<file path="config.mk">
export PLATFORM = sky130hd
export DESIGN_NAME = resp_buf_top
export DESIGN_NICKNAME = d
export VERILOG_FILES = /design/src/common/resp_buf_pkg.sv /design/src/id_queue/first_free_finder.sv /design/src/id_queue/id_queue.sv /design/src/design/cmd_decoder.sv /design/src/design/resp_formatter.sv /design/src/design/resp_buf_top.sv
export SDC_FILE = /design/constraint.sdc
export NUM_CORES = 1
export LEC_CHECK = 0
export ABC_AREA = 1
export BUFFER_PORTS_ARGS = -buffer_cell sky130_fd_sc_hd__buf_2
export CAP_MARGIN = 0
export CELL_PAD_IN_SITES_DETAIL_PLACEMENT = 0
export CELL_PAD_IN_SITES_GLOBAL_PLACEMENT = 1
export CORE_ASPECT_RATIO = 0.8
export CORE_UTILIZATION = 25
export CTS_CLUSTER_SIZE = 30
export DETAILED_ROUTE_END_ITERATION = 7
export HOLD_SLACK_MARGIN = 0.05
export PLACE_DENSITY = 0.48
export SYNTH_ARGS = -nofsm -noshare
export SYNTH_HDL_FRONTEND = slang
export SYNTH_HIERARCHICAL = 1
export SYNTH_SLANG_ARGS = --single-unit
</file>
<file path="constraint.sdc">
create_clock -name clk_i -period 8.3 [get_ports clk_i]
set_clock_uncertainty 0.1 [all_clocks]
set_input_delay 1.66 -clock clk_i [delete_from_list [all_inputs] [get_ports clk_i]]
set_output_delay 1.66 -clock clk_i [all_outputs]
set_load 0.03 [all_outputs]
</file>
<file path="src/common/resp_buf_pkg.sv">
`default_nettype none

package resp_buf_pkg;

    // Width of a transaction ID as carried in the command payload
    localparam int ID_WIDTH = 3;

    // Width of one stored response datum
    localparam int DATA_WIDTH = 8;

    // The command payload is one word; the opcode decides how it is read
    localparam int PAYLOAD_WIDTH = 16;

    localparam int OP_WIDTH = 2;
    localparam int ST_WIDTH = 2;

    // Append a datum to the FIFO of an ID
    localparam logic [OP_WIDTH-1:0] OP_PUSH = 2'd0;
    // Return the oldest datum of an ID and leave it stored
    localparam logic [OP_WIDTH-1:0] OP_READ = 2'd1;
    // Return the oldest datum of an ID and remove it
    localparam logic [OP_WIDTH-1:0] OP_POP = 2'd2;
    // Look for any stored datum that equals a pattern on the masked bits
    localparam logic [OP_WIDTH-1:0] OP_SEARCH = 2'd3;

    localparam logic [ST_WIDTH-1:0] ST_OK = 2'd0;
    // Used both for an absent ID and for a search without a hit
    localparam logic [ST_WIDTH-1:0] ST_NOT_FOUND = 2'd1;
    localparam logic [ST_WIDTH-1:0] ST_FULL = 2'd2;

    // Command payload with two views of the same 16 bits
    // Push, read and pop use the entry view; read and pop ignore its data field
    // Search uses the search view, with the mask in the upper byte
    typedef union packed {
        struct packed {
            logic [ID_WIDTH-1:0]                          id;
            logic [PAYLOAD_WIDTH-ID_WIDTH-DATA_WIDTH-1:0] unused;
            logic [DATA_WIDTH-1:0]                        data;
        } entry;
        struct packed {
            logic [DATA_WIDTH-1:0] mask;
            logic [DATA_WIDTH-1:0] pattern;
        } search;
    } cmd_payload_u;

endpackage

`default_nettype wire

</file>
<file path="src/id_queue/first_free_finder.sv">
`timescale 1ns/1ps
`default_nettype none

module first_free_finder #(
    parameter  int WIDTH     = 4,
    // Index width, kept at one bit for a single-entry table
    localparam int IDX_WIDTH = (WIDTH > 1) ? $clog2(WIDTH) : 1
) (
    input  logic [WIDTH-1:0]     free_i,
    output logic [IDX_WIDTH-1:0] idx_o,
    output logic                 any_o
);

    // Scan from the top down so that the lowest set bit is written last and wins
    // With no bit set the index stays zero and any_o tells the caller to ignore it
    always_comb begin
        idx_o = '0;
        for (int i = WIDTH - 1; i >= 0; i--) begin
            if (free_i[i]) begin
                idx_o = IDX_WIDTH'(i);
            end
        end
    end

    assign any_o = |free_i;

endmodule

`default_nettype wire

</file>
<file path="src/id_queue/id_queue.sv">
`timescale 1ns/1ps
`default_nettype none

module id_queue #(
    parameter int CAPACITY = 6
) (
    input  logic                                clk_i,
    input  logic                                rst_ni,
    input  logic [resp_buf_pkg::ID_WIDTH-1:0]   inp_id_i,
    input  logic [resp_buf_pkg::DATA_WIDTH-1:0] inp_data_i,
    input  logic                                inp_req_i,
    output logic                                inp_gnt_o,
    input  logic [resp_buf_pkg::DATA_WIDTH-1:0] exists_data_i,
    input  logic [resp_buf_pkg::DATA_WIDTH-1:0] exists_mask_i,
    input  logic                                exists_req_i,
    output logic                                exists_o,
    input  logic [resp_buf_pkg::ID_WIDTH-1:0]   oup_id_i,
    input  logic                                oup_pop_i,
    input  logic                                oup_req_i,
    output logic [resp_buf_pkg::DATA_WIDTH-1:0] oup_data_o,
    output logic                                oup_data_valid_o
);

    localparam int N_IDS = 2 ** resp_buf_pkg::ID_WIDTH;
    // There can never be more active IDs than stored entries
    localparam int HT_CAPACITY = (N_IDS <= CAPACITY) ? N_IDS : CAPACITY;
    localparam int HT_IDX_WIDTH = (HT_CAPACITY > 1) ? $clog2(HT_CAPACITY) : 1;
    localparam int LD_IDX_WIDTH = (CAPACITY > 1) ? $clog2(CAPACITY) : 1;

    // Head-tail table, one row per active ID
    // A free row holds no ID and its other fields are meaningless
    logic [resp_buf_pkg::ID_WIDTH-1:0] ht_id_q   [HT_CAPACITY];
    logic [resp_buf_pkg::ID_WIDTH-1:0] ht_id_d   [HT_CAPACITY];
    logic [LD_IDX_WIDTH-1:0]           ht_head_q [HT_CAPACITY];
    logic [LD_IDX_WIDTH-1:0]           ht_head_d [HT_CAPACITY];
    logic [LD_IDX_WIDTH-1:0]           ht_tail_q [HT_CAPACITY];
    logic [LD_IDX_WIDTH-1:0]           ht_tail_d [HT_CAPACITY];
    logic [HT_CAPACITY-1:0]            ht_free_q;
    logic [HT_CAPACITY-1:0]            ht_free_d;

    // Linked data table shared by all IDs, each entry points to the next one of its ID
    logic [resp_buf_pkg::DATA_WIDTH-1:0] ld_data_q [CAPACITY];
    logic [resp_buf_pkg::DATA_WIDTH-1:0] ld_data_d [CAPACITY];
    logic [LD_IDX_WIDTH-1:0]             ld_next_q [CAPACITY];
    logic [LD_IDX_WIDTH-1:0]             ld_next_d [CAPACITY];
    logic [CAPACITY-1:0]                 ld_free_q;
    logic [CAPACITY-1:0]                 ld_free_d;

    logic [resp_buf_pkg::ID_WIDTH-1:0] match_id;
    logic [HT_CAPACITY-1:0]            idx_matches_id;
    logic [HT_IDX_WIDTH-1:0]           match_idx;
    logic                              no_id_match;
    logic [HT_IDX_WIDTH-1:0]           ht_free_idx;
    logic [LD_IDX_WIDTH-1:0]           ld_free_idx;
    logic                              ld_any_free;
    logic [LD_IDX_WIDTH-1:0]           oup_head;
    logic [LD_IDX_WIDTH-1:0]           oup_tail;
    logic [CAPACITY-1:0]               exists_match;

    // The decoder never raises push and read together, so one ID lookup serves both ports
    assign match_id = inp_req_i ? inp_id_i : oup_id_i;

    for (genvar i = 0; i < HT_CAPACITY; i++) begin : gen_idx_match
        assign idx_matches_id[i] = !ht_free_q[i] && (ht_id_q[i] == match_id);
    end
    assign no_id_match = ~|idx_matches_id;

    // An ID is held in at most one row, so the match vector is one-hot or zero
    // ORing the indices of set bits turns it into a binary row number
    always_comb begin
        match_idx = '0;
        for (int i = 0; i < HT_CAPACITY; i++) begin
            if (idx_matches_id[i]) begin
                match_idx = match_idx | HT_IDX_WIDTH'(i);
            end
        end
    end

    // Row for a newly seen ID
    // A free row always exists while the data table has room, so its any flag is not needed
    first_free_finder #(
        .WIDTH (HT_CAPACITY)
    ) i_ht_free (
        .free_i (ht_free_q),
        .idx_o  (ht_free_idx),
        .any_o  ()
    );

    // Entry for a new datum; no free entry at all means the queue is full
    first_free_finder #(
        .WIDTH (CAPACITY)
    ) i_ld_free (
        .free_i (ld_free_q),
        .idx_o  (ld_free_idx),
        .any_o  (ld_any_free)
    );

    assign inp_gnt_o = ld_any_free;

    // Head and tail of the ID being read, valid only when the ID was found
    assign oup_head = ht_head_q[match_idx];
    assign oup_tail = ht_tail_q[match_idx];

    always_comb begin
        ht_id_d          = ht_id_q;
        ht_head_d        = ht_head_q;
        ht_tail_d        = ht_tail_q;
        ht_free_d        = ht_free_q;
        ld_data_d        = ld_data_q;
        ld_next_d        = ld_next_q;
        ld_free_d        = ld_free_q;
        oup_data_o       = '0;
        oup_data_valid_o = 1'b0;
        if (inp_req_i && ld_any_free) begin
            if (no_id_match) begin
                // First datum of this ID starts a one-entry list
                ht_id_d[ht_free_idx]   = inp_id_i;
                ht_head_d[ht_free_idx] = ld_free_idx;
                ht_tail_d[ht_free_idx] = ld_free_idx;
                ht_free_d[ht_free_idx] = 1'b0;
            end else begin
                // Link the old tail to the new entry and move the tail
                ld_next_d[ht_tail_q[match_idx]] = ld_free_idx;
                ht_tail_d[match_idx]            = ld_free_idx;
            end
            ld_data_d[ld_free_idx] = inp_data_i;
            ld_next_d[ld_free_idx] = '0;
            ld_free_d[ld_free_idx] = 1'b0;
        end else if (oup_req_i && !no_id_match) begin
            oup_data_o       = ld_data_q[oup_head];
            oup_data_valid_o = 1'b1;
            if (oup_pop_i) begin
                ld_free_d[oup_head] = 1'b1;
                // Removing the last datum of an ID releases its row as well
                if (oup_head == oup_tail) begin
                    ht_free_d[match_idx] = 1'b1;
                end else begin
                    ht_head_d[match_idx] = ld_next_q[oup_head];
                end
            end
        end
    end

    // A bit with a zero mask always compares equal, so a zero mask hits any occupied entry
    for (genvar i = 0; i < CAPACITY; i++) begin : gen_lookup
        assign exists_match[i] = !ld_free_q[i] &&
                                 (((ld_data_q[i] ^ exists_data_i) & exists_mask_i) == '0);
    end
    assign exists_o = exists_req_i && (|exists_match);

    // Only the free flags decide what the tables hold, so only they are reset
    always_ff @(posedge clk_i or negedge rst_ni) begin
        if (!rst_ni) begin
            ht_free_q <= '1;
            ld_free_q <= '1;
        end else begin
            ht_free_q <= ht_free_d;
            ld_free_q <= ld_free_d;
        end
    end

    always_ff @(posedge clk_i) begin
        ht_id_q   <= ht_id_d;
        ht_head_q <= ht_head_d;
        ht_tail_q <= ht_tail_d;
        ld_data_q <= ld_data_d;
        ld_next_q <= ld_next_d;
    end

endmodule

`default_nettype wire

</file>
<file path="src/design/cmd_decoder.sv">
`timescale 1ns/1ps
`default_nettype none

module cmd_decoder (
    input  logic                               clk_i,
    input  logic                               rst_ni,
    input  logic                               cmd_valid_i,
    input  logic [resp_buf_pkg::OP_WIDTH-1:0]  cmd_op_i,
    input  resp_buf_pkg::cmd_payload_u         cmd_payload_i,
    output logic                               push_req_o,
    output logic                               read_req_o,
    output logic                               pop_o,
    output logic                               search_req_o,
    output logic [resp_buf_pkg::ID_WIDTH-1:0]   id_o,
    output logic [resp_buf_pkg::DATA_WIDTH-1:0] data_o,
    output logic [resp_buf_pkg::DATA_WIDTH-1:0] search_data_o,
    output logic [resp_buf_pkg::DATA_WIDTH-1:0] search_mask_o,
    output logic [resp_buf_pkg::OP_WIDTH-1:0]  op_o,
    output logic                               valid_o
);

    // Request strobes and the valid bit are control state and are cleared on reset
    // Exactly one strobe follows each accepted command, and none in an idle cycle
    always_ff @(posedge clk_i or negedge rst_ni) begin
        if (!rst_ni) begin
            valid_o      <= 1'b0;
            push_req_o   <= 1'b0;
            read_req_o   <= 1'b0;
            pop_o        <= 1'b0;
            search_req_o <= 1'b0;
        end else begin
            valid_o      <= cmd_valid_i;
            push_req_o   <= cmd_valid_i && (cmd_op_i == resp_buf_pkg::OP_PUSH);
            // Read and pop share the output port of the queue
            read_req_o   <= cmd_valid_i && ((cmd_op_i == resp_buf_pkg::OP_READ) ||
                                            (cmd_op_i == resp_buf_pkg::OP_POP));
            // Pop only qualifies the read request, it is never high on its own
            pop_o        <= cmd_valid_i && (cmd_op_i == resp_buf_pkg::OP_POP);
            search_req_o <= cmd_valid_i && (cmd_op_i == resp_buf_pkg::OP_SEARCH);
        end
    end

    // Field registers hold payload only and load with each accepted command
    // The strobes above tell the queue which of them are meaningful
    always_ff @(posedge clk_i) begin
        if (cmd_valid_i) begin
            op_o <= cmd_op_i;
            case (cmd_op_i)
                resp_buf_pkg::OP_SEARCH: begin
                    // Search word: mask on top, pattern below
                    search_data_o <= cmd_payload_i.search.pattern;
                    search_mask_o <= cmd_payload_i.search.mask;
                end
                default: begin
                    // Push, read and pop all carry an ID in the entry view
                    id_o   <= cmd_payload_i.entry.id;
                    data_o <= cmd_payload_i.entry.data;
                end
            endcase
        end
    end

endmodule

`default_nettype wire

</file>
<file path="src/design/resp_formatter.sv">
`timescale 1ns/1ps
`default_nettype none

module resp_formatter (
    input  logic                                clk_i,
    input  logic                                rst_ni,
    input  logic                                valid_i,
    input  logic [resp_buf_pkg::OP_WIDTH-1:0]   op_i,
    input  logic                                push_gnt_i,
    input  logic [resp_buf_pkg::DATA_WIDTH-1:0] read_data_i,
    input  logic                                read_valid_i,
    input  logic                                exists_i,
    output logic                                resp_valid_o,
    output logic [resp_buf_pkg::OP_WIDTH-1:0]   resp_op_o,
    output logic [resp_buf_pkg::ST_WIDTH-1:0]   resp_status_o,
    output logic [resp_buf_pkg::DATA_WIDTH-1:0] resp_data_o
);

    logic [resp_buf_pkg::ST_WIDTH-1:0]   status;
    logic [resp_buf_pkg::DATA_WIDTH-1:0] data;

    // Status depends on the opcode of the command now in the execute stage
    always_comb begin
        case (op_i)
            resp_buf_pkg::OP_PUSH: begin
                status = push_gnt_i ? resp_buf_pkg::ST_OK : resp_buf_pkg::ST_FULL;
            end
            resp_buf_pkg::OP_SEARCH: begin
                status = exists_i ? resp_buf_pkg::ST_OK : resp_buf_pkg::ST_NOT_FOUND;
            end
            default: begin
                // Read and pop
                status = read_valid_i ? resp_buf_pkg::ST_OK : resp_buf_pkg::ST_NOT_FOUND;
            end
        endcase
    end

    // Only a read or pop that found its ID returns data, every other response is zero
    // The queue already drives zero data when the ID was absent
    always_comb begin
        data = '0;
        if ((op_i == resp_buf_pkg::OP_READ) || (op_i == resp_buf_pkg::OP_POP)) begin
            data = read_data_i;
        end
    end

    always_ff @(posedge clk_i or negedge rst_ni) begin
        if (!rst_ni) begin
            resp_valid_o <= 1'b0;
        end else begin
            resp_valid_o <= valid_i;
        end
    end

    // Response fields are only looked at while resp_valid_o is high
    always_ff @(posedge clk_i) begin
        if (valid_i) begin
            resp_op_o     <= op_i;
            resp_status_o <= status;
            resp_data_o   <= data;
        end
    end

endmodule

`default_nettype wire

</file>
<file path="src/design/resp_buf_top.sv">
`timescale 1ns/1ps
`default_nettype none

module resp_buf_top #(
    parameter int CAPACITY = 6
) (
    input  logic                                clk_i,
    input  logic                                rst_ni,
    input  logic                                cmd_valid_i,
    input  logic [resp_buf_pkg::OP_WIDTH-1:0]   cmd_op_i,
    input  resp_buf_pkg::cmd_payload_u          cmd_payload_i,
    output logic                                resp_valid_o,
    output logic [resp_buf_pkg::OP_WIDTH-1:0]   resp_op_o,
    output logic [resp_buf_pkg::ST_WIDTH-1:0]   resp_status_o,
    output logic [resp_buf_pkg::DATA_WIDTH-1:0] resp_data_o
);

    // Decode stage outputs
    logic                                push_req;
    logic                                read_req;
    logic                                pop;
    logic                                search_req;
    logic [resp_buf_pkg::ID_WIDTH-1:0]   id;
    logic [resp_buf_pkg::DATA_WIDTH-1:0] data;
    logic [resp_buf_pkg::DATA_WIDTH-1:0] search_data;
    logic [resp_buf_pkg::DATA_WIDTH-1:0] search_mask;
    logic [resp_buf_pkg::OP_WIDTH-1:0]   dec_op;
    logic                                dec_valid;

    // Execute stage results, combinational from the queue
    logic                                push_gnt;
    logic [resp_buf_pkg::DATA_WIDTH-1:0] read_data;
    logic                                read_valid;
    logic                                exists;

    cmd_decoder i_decoder (
        .clk_i         (clk_i),
        .rst_ni        (rst_ni),
        .cmd_valid_i   (cmd_valid_i),
        .cmd_op_i      (cmd_op_i),
        .cmd_payload_i (cmd_payload_i),
        .push_req_o    (push_req),
        .read_req_o    (read_req),
        .pop_o         (pop),
        .search_req_o  (search_req),
        .id_o          (id),
        .data_o        (data),
        .search_data_o (search_data),
        .search_mask_o (search_mask),
        .op_o          (dec_op),
        .valid_o       (dec_valid)
    );

    // One decoded ID feeds both the push and the read port of the queue
    id_queue #(
        .CAPACITY (CAPACITY)
    ) i_queue (
        .clk_i            (clk_i),
        .rst_ni           (rst_ni),
        .inp_id_i         (id),
        .inp_data_i       (data),
        .inp_req_i        (push_req),
        .inp_gnt_o        (push_gnt),
        .exists_data_i    (search_data),
        .exists_mask_i    (search_mask),
        .exists_req_i     (search_req),
        .exists_o         (exists),
        .oup_id_i         (id),
        .oup_pop_i        (pop),
        .oup_req_i        (read_req),
        .oup_data_o       (read_data),
        .oup_data_valid_o (read_valid)
    );

    resp_formatter i_formatter (
        .clk_i         (clk_i),
        .rst_ni        (rst_ni),
        .valid_i       (dec_valid),
        .op_i          (dec_op),
        .push_gnt_i    (push_gnt),
        .read_data_i   (read_data),
        .read_valid_i  (read_valid),
        .exists_i      (exists),
        .resp_valid_o  (resp_valid_o),
        .resp_op_o     (resp_op_o),
        .resp_status_o (resp_status_o),
        .resp_data_o   (resp_data_o)
    );

endmodule

`default_nettype wire

</file>
=== Word-level counts from Yosys, hierarchy flattened ===
Index checks and enable logic that the tools add are counted.

* Shift-type cells: 0
* Multiply operators: 0
* Magnitude comparators: 17
* Bitwise logic cells: 29
* Add/subtract/negate cells: 0
* Multiplexer cells: 76
* Equality and inequality tests: 15
* Reductions and logical operators: 62
* Divide/modulo/power cells: 0

{| class="wikitable"
|+ Operators by type and width
! cell !! count
|-
| 2-to-1 mux 18 bit || 8
|-
| bitwise mux 18 bit || 6
|-
| 2-to-1 mux 3 bit || 24
|-
| AND 8 bit || 6
|-
| bitwise mux 48 bit || 1
|-
| logical NOT 8 bit || 6
|-
| 2-to-1 mux 6 bit || 8
|-
| bitwise XOR 8 bit || 6
|-
| demux 3 bit (select 3 bit) || 4
|-
| binary-select mux 3 bit (select 3 bit) || 3
|-
| logical AND 1 bit || 27
|-
| binary-select mux 8 bit (select 3 bit) || 1
|-
| demux 8 bit (select 3 bit) || 1
|-
| 2-to-1 mux 8 bit || 3
|-
| == test 3 bit || 7
|-
| greater-or-equal comparator 4 bit, second input constant || 5
|-
| inverter 3 -> 4 bit || 5
|-
| AND 18 bit || 1
|-
| inverter 18 bit || 1
|-
| OR reduction 6 bit || 3
|-
| less-than comparator 3 x 4 -> 1 bit, second input constant || 4
|-
| less-than comparator 4 x 1 -> 1 bit, second input constant || 4
|-
| AND 6 bit || 2
|-
| demux 1 bit (select 3 bit) || 4
|-
| other kinds (18) || 59
|}

* Output and inout port bits: 13
* Bits in read-only memories: 0
* Flip-flop bits (word level): 179
* Logic and storage cells: 245
* RAM bits: 0
* Bits in latches: 0
* Memories: 0
* Input port bits: 21

=== Depth between registers and ports, before layout ===
Gate-level depths: netlist of the first run.

* Depth in word-level cells: 20
* Gate-level depth with buffers: 24
* Gate-level depth less buffers: 22

=== Cells and area by module ===
The synthesis of the first run kept the hierarchy.

{| class="wikitable"
|+ Modules (own cells, without submodules)
! module !! seq. area each (um^2) !! area an instance (um^2) !! times used !! cells each
|-
| id_queue || 3918.8 || 7687.4 || 1 || 982
|-
| cmd_decoder || 996.0 || 1081.0 || 1 || 49
|-
| resp_formatter || 385.4 || 533.0 || 1 || 42
|-
| first_free_finder || 0.0 || 72.6 || 2 || 15
|}

=== Worst setup path before layout of the first run ===
Ideal clock, no wire load.

* Path kind: register to register
* From: register i_decoder/id_o[1] in the netlist's numbering
* To: register i_queue/ht_head_q[10] in the netlist's numbering (enable)
* Data required time: 7.881 ns
* Path buffers: 1
* Setup slack: 5.521 ns
* Library setup time: 0.319 ns
* Cell stages (with the launch flop): 21
* Arrival: 2.360 ns
* Clock period less this slack: 2.779 ns
* Cell sequence: edfxtp_1 nand2_1 nand2_2 nand2_1 inv_1 a21oi_1 nand2_2 nand2_2 nor2_4 nand2_1 inv_1 nand2_1 nand2_1 nor2_2 nand2_2 buf_4 nand2_1 nand2_1 nand3_1 nand2_1 nor2_1

* Word-level cells in the longest chain between the ends: 14
* Elaborated cells between the ends (all ways): 31
* Those cells by class: 9 x eq/ne; 11 x mux; 1 x bitwise; 10 x reduce/logical

{| class="wikitable"
|+ Ends and longest elaborated chain
! what !! line !! RTL
|-
| start: declaration || cmd_decoder.sv:14 || <nowiki>output logic [resp_buf_pkg::ID_WIDTH-1:0] id_o,</nowiki>
|-
| start signal: assignment || cmd_decoder.sv:56 || <nowiki>id_o <= cmd_payload_i.entry.id;</nowiki>
|-
| == test 3 bit || id_queue.sv:64 || <nowiki>assign idx_matches_id[i] = !ht_free_q[i] && (ht_id_q[i] == match_id);</nowiki>
|-
| logical AND 1 bit || id_queue.sv:64 ||
|-
| 2-to-1 mux 1 bit || id_queue.sv:73 || <nowiki>if (idx_matches_id[i]) begin</nowiki>
|-
| 2-to-1 mux 2 bit (2 in series) || id_queue.sv:73 ||
|-
| 2-to-1 mux 3 bit (2 in series) || id_queue.sv:73 ||
|-
| inverter 3 -> 4 bit (implied by the code) || id_queue.sv:101, id_queue.sv:102 ||
|-
| binary-select mux 3 bit (select 3 bit), on equally long branches || id_queue.sv:101, id_queue.sv:102 ||
|-
| 2-to-1 mux 3 bit, on equally long branches (2 in series) || id_queue.sv:101, id_queue.sv:102 ||
|-
| == test 3 bit || id_queue.sv:135 || <nowiki>if (oup_head == oup_tail) begin</nowiki>
|-
| != test 2 x 1 -> 1 bit (no source line) || -- ||
|-
| AND reduction 4 bit (no source line) * || -- ||
|-
| end signal: assignment || id_queue.sv:164 || <nowiki>ht_head_q <= ht_head_d;</nowiki>
|-
| end: declaration || id_queue.sv:34 || <nowiki>logic [LD_IDX_WIDTH-1:0] ht_head_q [HT_CAPACITY];</nowiki>
|}

Mark *: on every way between the ends. The rest lies on a longest branch, timed or not. The select of a mux whose other input is x is not followed.
A chain may end at the register's enable or synchronous reset.

=== Final worst setup path of the first run ===
* From: register i_decoder/id_o[1] in the netlist's numbering
* To: register i_queue/ht_head_q[15] in the netlist's numbering (enable)

Same word-level chain as after synthesis.

==> impl_results.md, run 1 <==
- Status: finished, final reports clean
- Crit path kind: flop to flop
- Setup Viol. Count Final: 0
- Core Area: 0.0371 mm^2
- CTS sink cnt: 179
- Worst hold stages: 0
- Required time of the critical path: between 8 and 9 ns
- H-tree levels: 4
- Maximum clock rate: 0.216 GHz
- Largest net degree at the start of global routing: 58
- Syn avg cell area: 8.57 um^2
- Routability cong.: 0.777
- Hold/Removal Path Class: flop to flop
- Setup total negative slack: 0 ns
- Clock Path Buffers: 2
- First-pass iteration count of the detailed router: 6
- Worst hold slack: between 0.4 and 0.5 ns
- Mapped Nets: 1128
- Chip Height: 176 um
- TritonCTS Buffers: 17
- Synthesized cell area: about 0.0094 mm^2
- Critical path peak fanout: between 50 and 60
- CTS Hold Bufs: 0
- Critical Path AT: about 4.6 ns
- Worst R2R Path Depth: 19
- Post-layout nets: 1167
- Crit end category: flop
- Synth-to-layout area growth: 14.3%
- Die ar.: 0.0385 mm^2
- Initial antenna violation count: 0
- 1st-iter DRT viols: 570
- Final WL: about 30000 um
- Clk pin slew, worst setup/hold paths: roughly 0.07 ns
- Pins Over Slew Limit: 0
- Leakage: 4.53 nW
- Cell count after synthesis: ~1100
- I/O Pins: 34
- Worst Max-Slew Pin Slew: roughly 1.2 ns
- R2r startpoint: i_decoder/id_o[1]
- Post-CTS setup repair buffer count: 0
- Tot GR Track Use: 16.4%
- Startpoint Class: flop
- DP HPWL: approximately 23000 um
- Total chip power: 3.19 mW
- Worst rel slew slack: 19.4%
- Max Cap Viol: 0
- Worst r2r dst: i_queue/ht_head_q[15]
- Global route total overflow: 0
- CTS tree: yes
- Die extent in x: approximately 220 um
- Port bufs: 33
- Yosys warnings: 6
- Routed len/inst: 18.6 um
- Final Hold Fails: 0
- Worst skew pair latency: 0.44 ns
- Ant. Diodes: 0
- PwrDens: 296 mW/mm^2
- First-pass GRT wire length: 45700 um
- CTS Root Cell: clkbuf_16
- Worst VDD drop: 0.133 mV
- Post-CTS Resized: 0
- DRC Markers: 0
- ANT nets after route: 0
- Flop2flop setup slack: 3.66 ns
- Initial Util: 25.4%
- Std-Cell Rows: 63
- Via count: 7408
- CP Capture Point: i_queue/ht_head_q[15]
- Layout cells sized above 1: a little under an eighth
- Crit path from: i_decoder/id_o[1]
- Fin crit share: between 50 and 60%
- Vias in the first global route: 7079
- RSZ-0062 raised after global routing: false
- Fin crit period: 4.64 ns
- Vias per cell: 4.51
## stage by stage
step	worst slack, ns	std cells	util [%]	area [um^2]
after floorplan	5.52	1102	-	9440
after global placement	3.75	1609	27.4	10200
after detailed placement	3.70	1609	27.4	10200
after CTS	3.69	1641	29.1	10800
after global routing	3.17	1641	29.1	10800
final	3.66	1641	29.1	10800
## routing by layer
metal	global-route usage [%]	share of wire, %	vias up
met5	0	0	-
met4	3.41	0.69	0
met3	2.79	4.1	13
met2	21.9	39	158
met1	26.6	56	3535
li1	-	-	3702
## final cells by class
cell class | instances | area [um^2]
inverter | 159 | 599
timing repair buffer | 48 | 278
multi-input combinational | 736 | 3400
sequential | 179 | 5300
tap | 487 | 609
fill | 3930 | 26300
clock buffer | 19 | 433
clock inverter | 13 | 166
## report_power, final
part	internal (mW)	total (mW)	switching (mW)
combinational	0.289	1.16	0.874
sequential	1.12	1.19	0.0706
clock	0.457	0.844	0.387
## worst min path at each step
stage          slack [ns]            startpoint                        to
2_1_floorplan        0.35     i_decoder/op_o[1]  i_formatter/resp_op_o[1]
3_3_place_gp         0.39     i_decoder/op_o[1]  i_formatter/resp_op_o[1]
3_5_place_dp         0.39     i_decoder/op_o[1]  i_formatter/resp_op_o[1]
4_1_cts              0.41  i_queue/ht_free_q[4]      i_queue/ht_free_q[4]
5_1_grt              0.43  i_queue/ht_free_q[4]      i_queue/ht_free_q[4]
6_report             0.41     i_decoder/op_o[1]  i_formatter/resp_op_o[1]
## critical path, cell delays in order, from the launching register on
cell      delay, ns
edfxtp_1       0.55
nand2_1        0.21
nand2_2        0.17
nand2_1        0.07
nand3_1        0.12
inv_1          0.06
nand2_2        0.14
nand3_2        0.30
nor2_1         0.40
nand2_1        0.10
nand2_1        0.09
nor2_2         0.05
nand2_2        0.05
buf_4          0.49
inv_1          0.48
nand2_1        0.16
nand2_1        0.12
nand3_1        0.11
nand2_1        0.15
nor2_1         0.34
## sequential cells by signal, summed over array words and instances, names as in the netlist, 3 cells and up
register and flops:
i_decoder/data_o 8, i_decoder/id_o 3, i_decoder/search_data_o 8, i_decoder/search_mask_o 8, i_formatter/resp_data_o 8, i_queue/ht_free_q 6, i_queue/ht_head_q 18, i_queue/ht_id_q 18
i_queue/ht_tail_q 18, i_queue/ld_data_q 48, i_queue/ld_free_q 6, i_queue/ld_next_q 18
## layout by cell type, fill, tap and decap left out, drive strengths merged, types with 2 or more instances in the layout
| master | n |
|---|---|
| dfstp | 12 |
| nand4 | 13 |
| clkinv | 4 |
| ha | 5 |
| dfrtp | 6 |
| clkbuf | 19 |
| o2111ai | 2 |
| o21ai | 74 |
| nand2 | 307 |
| o211ai | 16 |
| xnor2 | 2 |
| inv | 165 |
| or2 | 6 |
| a21oi | 49 |
| edfxtp | 161 |
| bufinv | 2 |
| nand3 | 86 |
| buf | 48 |
| nand3b | 3 |
| o22ai | 2 |
| nor3 | 13 |
| xor2 | 7 |
| nor2 | 146 |
(Power assumes the default switching activity.)
==> inputs of run 2 (changes only) <==
--- a/config.mk
+++ b/config.mk
@@ -5,7 +5,7 @@
 export SDC_FILE = /design/constraint.sdc
 export NUM_CORES = 1
 export LEC_CHECK = 0
-export ABC_AREA = 1
+export ABC_AREA = 0
 export BUFFER_PORTS_ARGS = -buffer_cell sky130_fd_sc_hd__buf_2
 export CAP_MARGIN = 0
 export CELL_PAD_IN_SITES_DETAIL_PLACEMENT = 0
@@ -15,7 +15,7 @@
 export CTS_CLUSTER_SIZE = 30
 export DETAILED_ROUTE_END_ITERATION = 7
 export HOLD_SLACK_MARGIN = 0.05
-export PLACE_DENSITY = 0.48
+export PLACE_DENSITY = 0.46
 export SYNTH_ARGS = -nofsm -noshare
 export SYNTH_HDL_FRONTEND = slang
 export SYNTH_HIERARCHICAL = 1
==> constraint.sdc (replaced) <==
create_clock -name clk_i -period 4.4 [get_ports clk_i]
set_clock_uncertainty 0.1 [all_clocks]
set_input_delay 0.88 -clock clk_i [delete_from_list [all_inputs] [get_ports clk_i]]
set_output_delay 0.88 -clock clk_i [all_outputs]
set_load 0.03 [all_outputs]
==> run 2 against run 1 <==
  * Clock-buffer cell count down 2
  * Die area down 6.2%
  * Synthesized area down 6.3%
  * Clock power up 85%
  * Routed wire length down 15%
  * Worst hold slack worse by 0.10 ns
  * Flip-flop and latch count unchanged
  * First-iteration DRC count up 18%
  * Fmax up 9.3%
  * Highest routed layer unchanged
  * Core utilization up 0.62 points
  * Critical endpoint is now i_queue/ht_head_q[16]
  * Via count down 20%
  * Combinational power about the same
==> impl_results.md, run 2 <==
- Clk pwr share: 32.3% (+5.9 points)
- Crit path largest cell delay: 0.56 ns (about the same)
- Clk pin slew, worst setup/hold paths: 0.07 ns (about the same)
- CTS tree: yes
- First-pass iteration count of the detailed router: 7 (+1)
- Global route total overflow: 0 (unchanged)
- First-pass GRT wire length: 38300 um (-16%)
- Cell count after synthesis: 694 (-37%)
- Max FFs per register: 48 (unchanged)
- Worst R2R Path Depth: 11 (-8)
- Pins Over Slew Limit: 0 (unchanged)
- Routed len/inst: 21.1 um (+14%)
- DP HPWL: 18800 um (-17%)
- Status: finished, final reports clean
- Required time of the critical path: 4.46 ns (-3.85 ns)
- Worst VDD drop: 0.283 mV (+110%)
- RSZ-0062 raised after global routing: false
- Worst skew pair latency: 0.44 ns (about the same)
- Die ar.: 0.0362 mm^2 (-6.2%)
- Synthesized cell area: 0.00885 mm^2 (-6.3%)
- Switching share of total power: 33.2% (-8.5 points)
- Synth-to-layout area growth: 16.7%
- Std-Cell Rows: 61 (-3.2%)
- Routability cong.: 0.841 (+8.2%)
- Yosys warnings: 6 (unchanged)
- Post-CTS Resized: 0 (unchanged)
- Critical-path top delay cell: edfxtp_1
- Combinational power share: 24.3% (-12 points)
- 1st-iter DRT viols: 675 (+18%)
- Via count: 5934 (-20%)
- Mapped Nets: 720 (-36%)
- Flop2flop setup slack: 0.16 ns (-3.51 ns)
- Die extent in x: 212 um (-3.1%)
- I/O Pins: 34 (unchanged)
- CTS Root Cell: clkbuf_16
- Critical Path AT: 4.31 ns (-0.33 ns)
- Dpl cell area: 0.00971 mm^2 (-4.7%)
- Chip Height: 170 um (-3.1%)
- Final WL: 25900 um (-15%)
- Worst Max-Slew Pin Slew: 1.14 ns (-0.0607 ns)
- Initial Util: 25.4% (about the same)
- H-tree levels: 4 (unchanged)
- Post-layout nets: 768 (-34%)
- Seq pwr share: 43.4% (+6.2 points)
- PwrDens: 468 mW/mm^2 (+58%)
- Int Pwr: 3.23 mW (+73%)
- Vias in the first global route: 5848 (-17%)
- Final Hold Fails: 0 (unchanged)
- Tot GR Track Use: 14.8% (-1.6 points)
- CP Cell Sequence: mux2i_4, mux2_2, and3_1, a21oi_2, o22ai_1, a2111oi_4, buf_4, xor2_1, nand3_1, a21boi_2, nor2_1
- TritonCTS Buffers: 17 (unchanged)
- Vias per cell: 4.84 (+7.1%)
- Top reg by flops: i_queue/ld_data_q
- Placed Instances: 1195 (-26%)
- Hold/Removal Path Class: input port to async pin
- Setup Viol. Count Final: 0 (unchanged)
- Ant. Diodes: 0 (unchanged)
- Leakage: 3.56 nW (-21%)
- Reported net switching power: 1.60 mW (+20%)
- Core Area: 0.0348 mm^2 (-6.3%)
- Maximum clock rate: 0.236 GHz (+9.3%)
- Crit path kind: flop to flop
- Initial antenna violation count: 1 (+1)
- Final Core Density: 29.7% (+0.62 points)
- Fin crit share: 96.4% (+41 points)
- Post-route cell area: 0.0103 mm^2 (-4.3%)
- ANT nets after route: 0 (unchanged)
- Fin cells: 1227 (-25%)
- Worst r2r dst: i_queue/ht_head_q[16]
- Clock Path Buffers: 2 (unchanged)
- R2r startpoint: i_decoder/id_o[1]
- CTS sink cnt: 179 (unchanged)
- Post-CTS setup repair buffer count: 0 (unchanged)
- Critical path peak fanout: 11 (-81%)
- Startpoint Class: flop
- Syn avg cell area: 12.8 um^2 (+49%)
- Most frequent cells in the layout: edfxtp_1 (161), nor2_1 (52), xor2_1 (51)
- Fin crit period: 4.24 ns (-0.394 ns)
- Max Cap Viol: 0 (unchanged)
- DRC Markers: 0 (unchanged)
- Layout cells sized above 1: 20.9% (+9.5 points)
- Port bufs: 33 (unchanged)
- Crit end category: flop
- CTS Hold Bufs: 0 (unchanged)
- Most common cell after layout, fill and taps aside: edfxtp_1
- Setup total negative slack: 0 ns (unchanged)
- Worst rel slew slack: 23.8% (+4.3 points)
- Largest net degree at the start of global routing: 22 (-62%)
[run 2: worst max path at each step]
stage / startpoint / endpoint / slack [ns]
final: i_decoder/id_o[1] / i_queue/ht_head_q[16] / 0.16
after global routing: i_decoder/push_req_o / i_queue/ht_head_q[7] / 0.05
after CTS: i_decoder/push_req_o / i_queue/ht_head_q[7] / 0.10
after detailed placement: i_decoder/push_req_o / i_queue/ht_head_q[7] / 0.15
after global placement: i_decoder/push_req_o / i_queue/ht_head_q[7] / 0.18
after floorplan: i_decoder/id_o[1] / i_queue/ht_head_q[7] / 0.83
[run 2: layer usage]
metal | vias up | part of all wire, % | GRT usage [%]
li1 | 2689 | - | -
met1 | 3018 | 51 | 22.0
met2 | 204 | 42 | 21.3
met3 | 23 | 5.7 | 3.10
met4 | 0 | 1.3 | 4.22
met5 | - | 0 | 0
[run 2: critical path, delay by kind of cell, from the launching register on]
family                 cells  cell delay (ns)
flip-flops                 1             0.56
AO/OA/AOI/OAI              4             1.48
XOR/XNOR                   1             0.22
AND/OR/NAND/NOR            3             0.68
buffers and inverters      1             0.24
multiplexers               2             0.68
[run 2: power groups by stage]
| stage | clock network (mW) | registers (mW) | logic (mW) |
|---|---|---|---|
| 2_1_floorplan | 0 | 2.11 | 0.731 |
| 3_3_place_gp | 0 | 2.14 | 1.17 |
| 3_5_place_dp | 0 | 2.13 | 1.16 |
| 4_1_cts | 1.61 | 2.10 | 1.17 |
| 5_1_grt | 1.67 | 2.11 | 1.27 |
| 6_report | 1.56 | 2.10 | 1.17 |
[run 2: layout make-up]
type | instances | area [um^2]
Fill cell | 3531 | 24500
Sequential cell | 179 | 5300
Multi-Input combinational cell | 454 | 3300
Tap cell | 472 | 591
Timing Repair Buffer | 63 | 428
Clock buffer | 17 | 425
Clock inverter | 15 | 189
Inverter | 27 | 101
[run 2: through the flow]
stage          total power [mW]  worst slack, ns  hold WS [ns]
3_5_place_dp               3.30            0.148         0.399
3_3_place_gp               3.30            0.183         0.391
5_1_grt                    5.05           0.0451         0.320
2_1_floorplan              2.84            0.829         0.354
4_1_cts                    4.87            0.105         0.304
6_report                   4.83            0.157         0.308
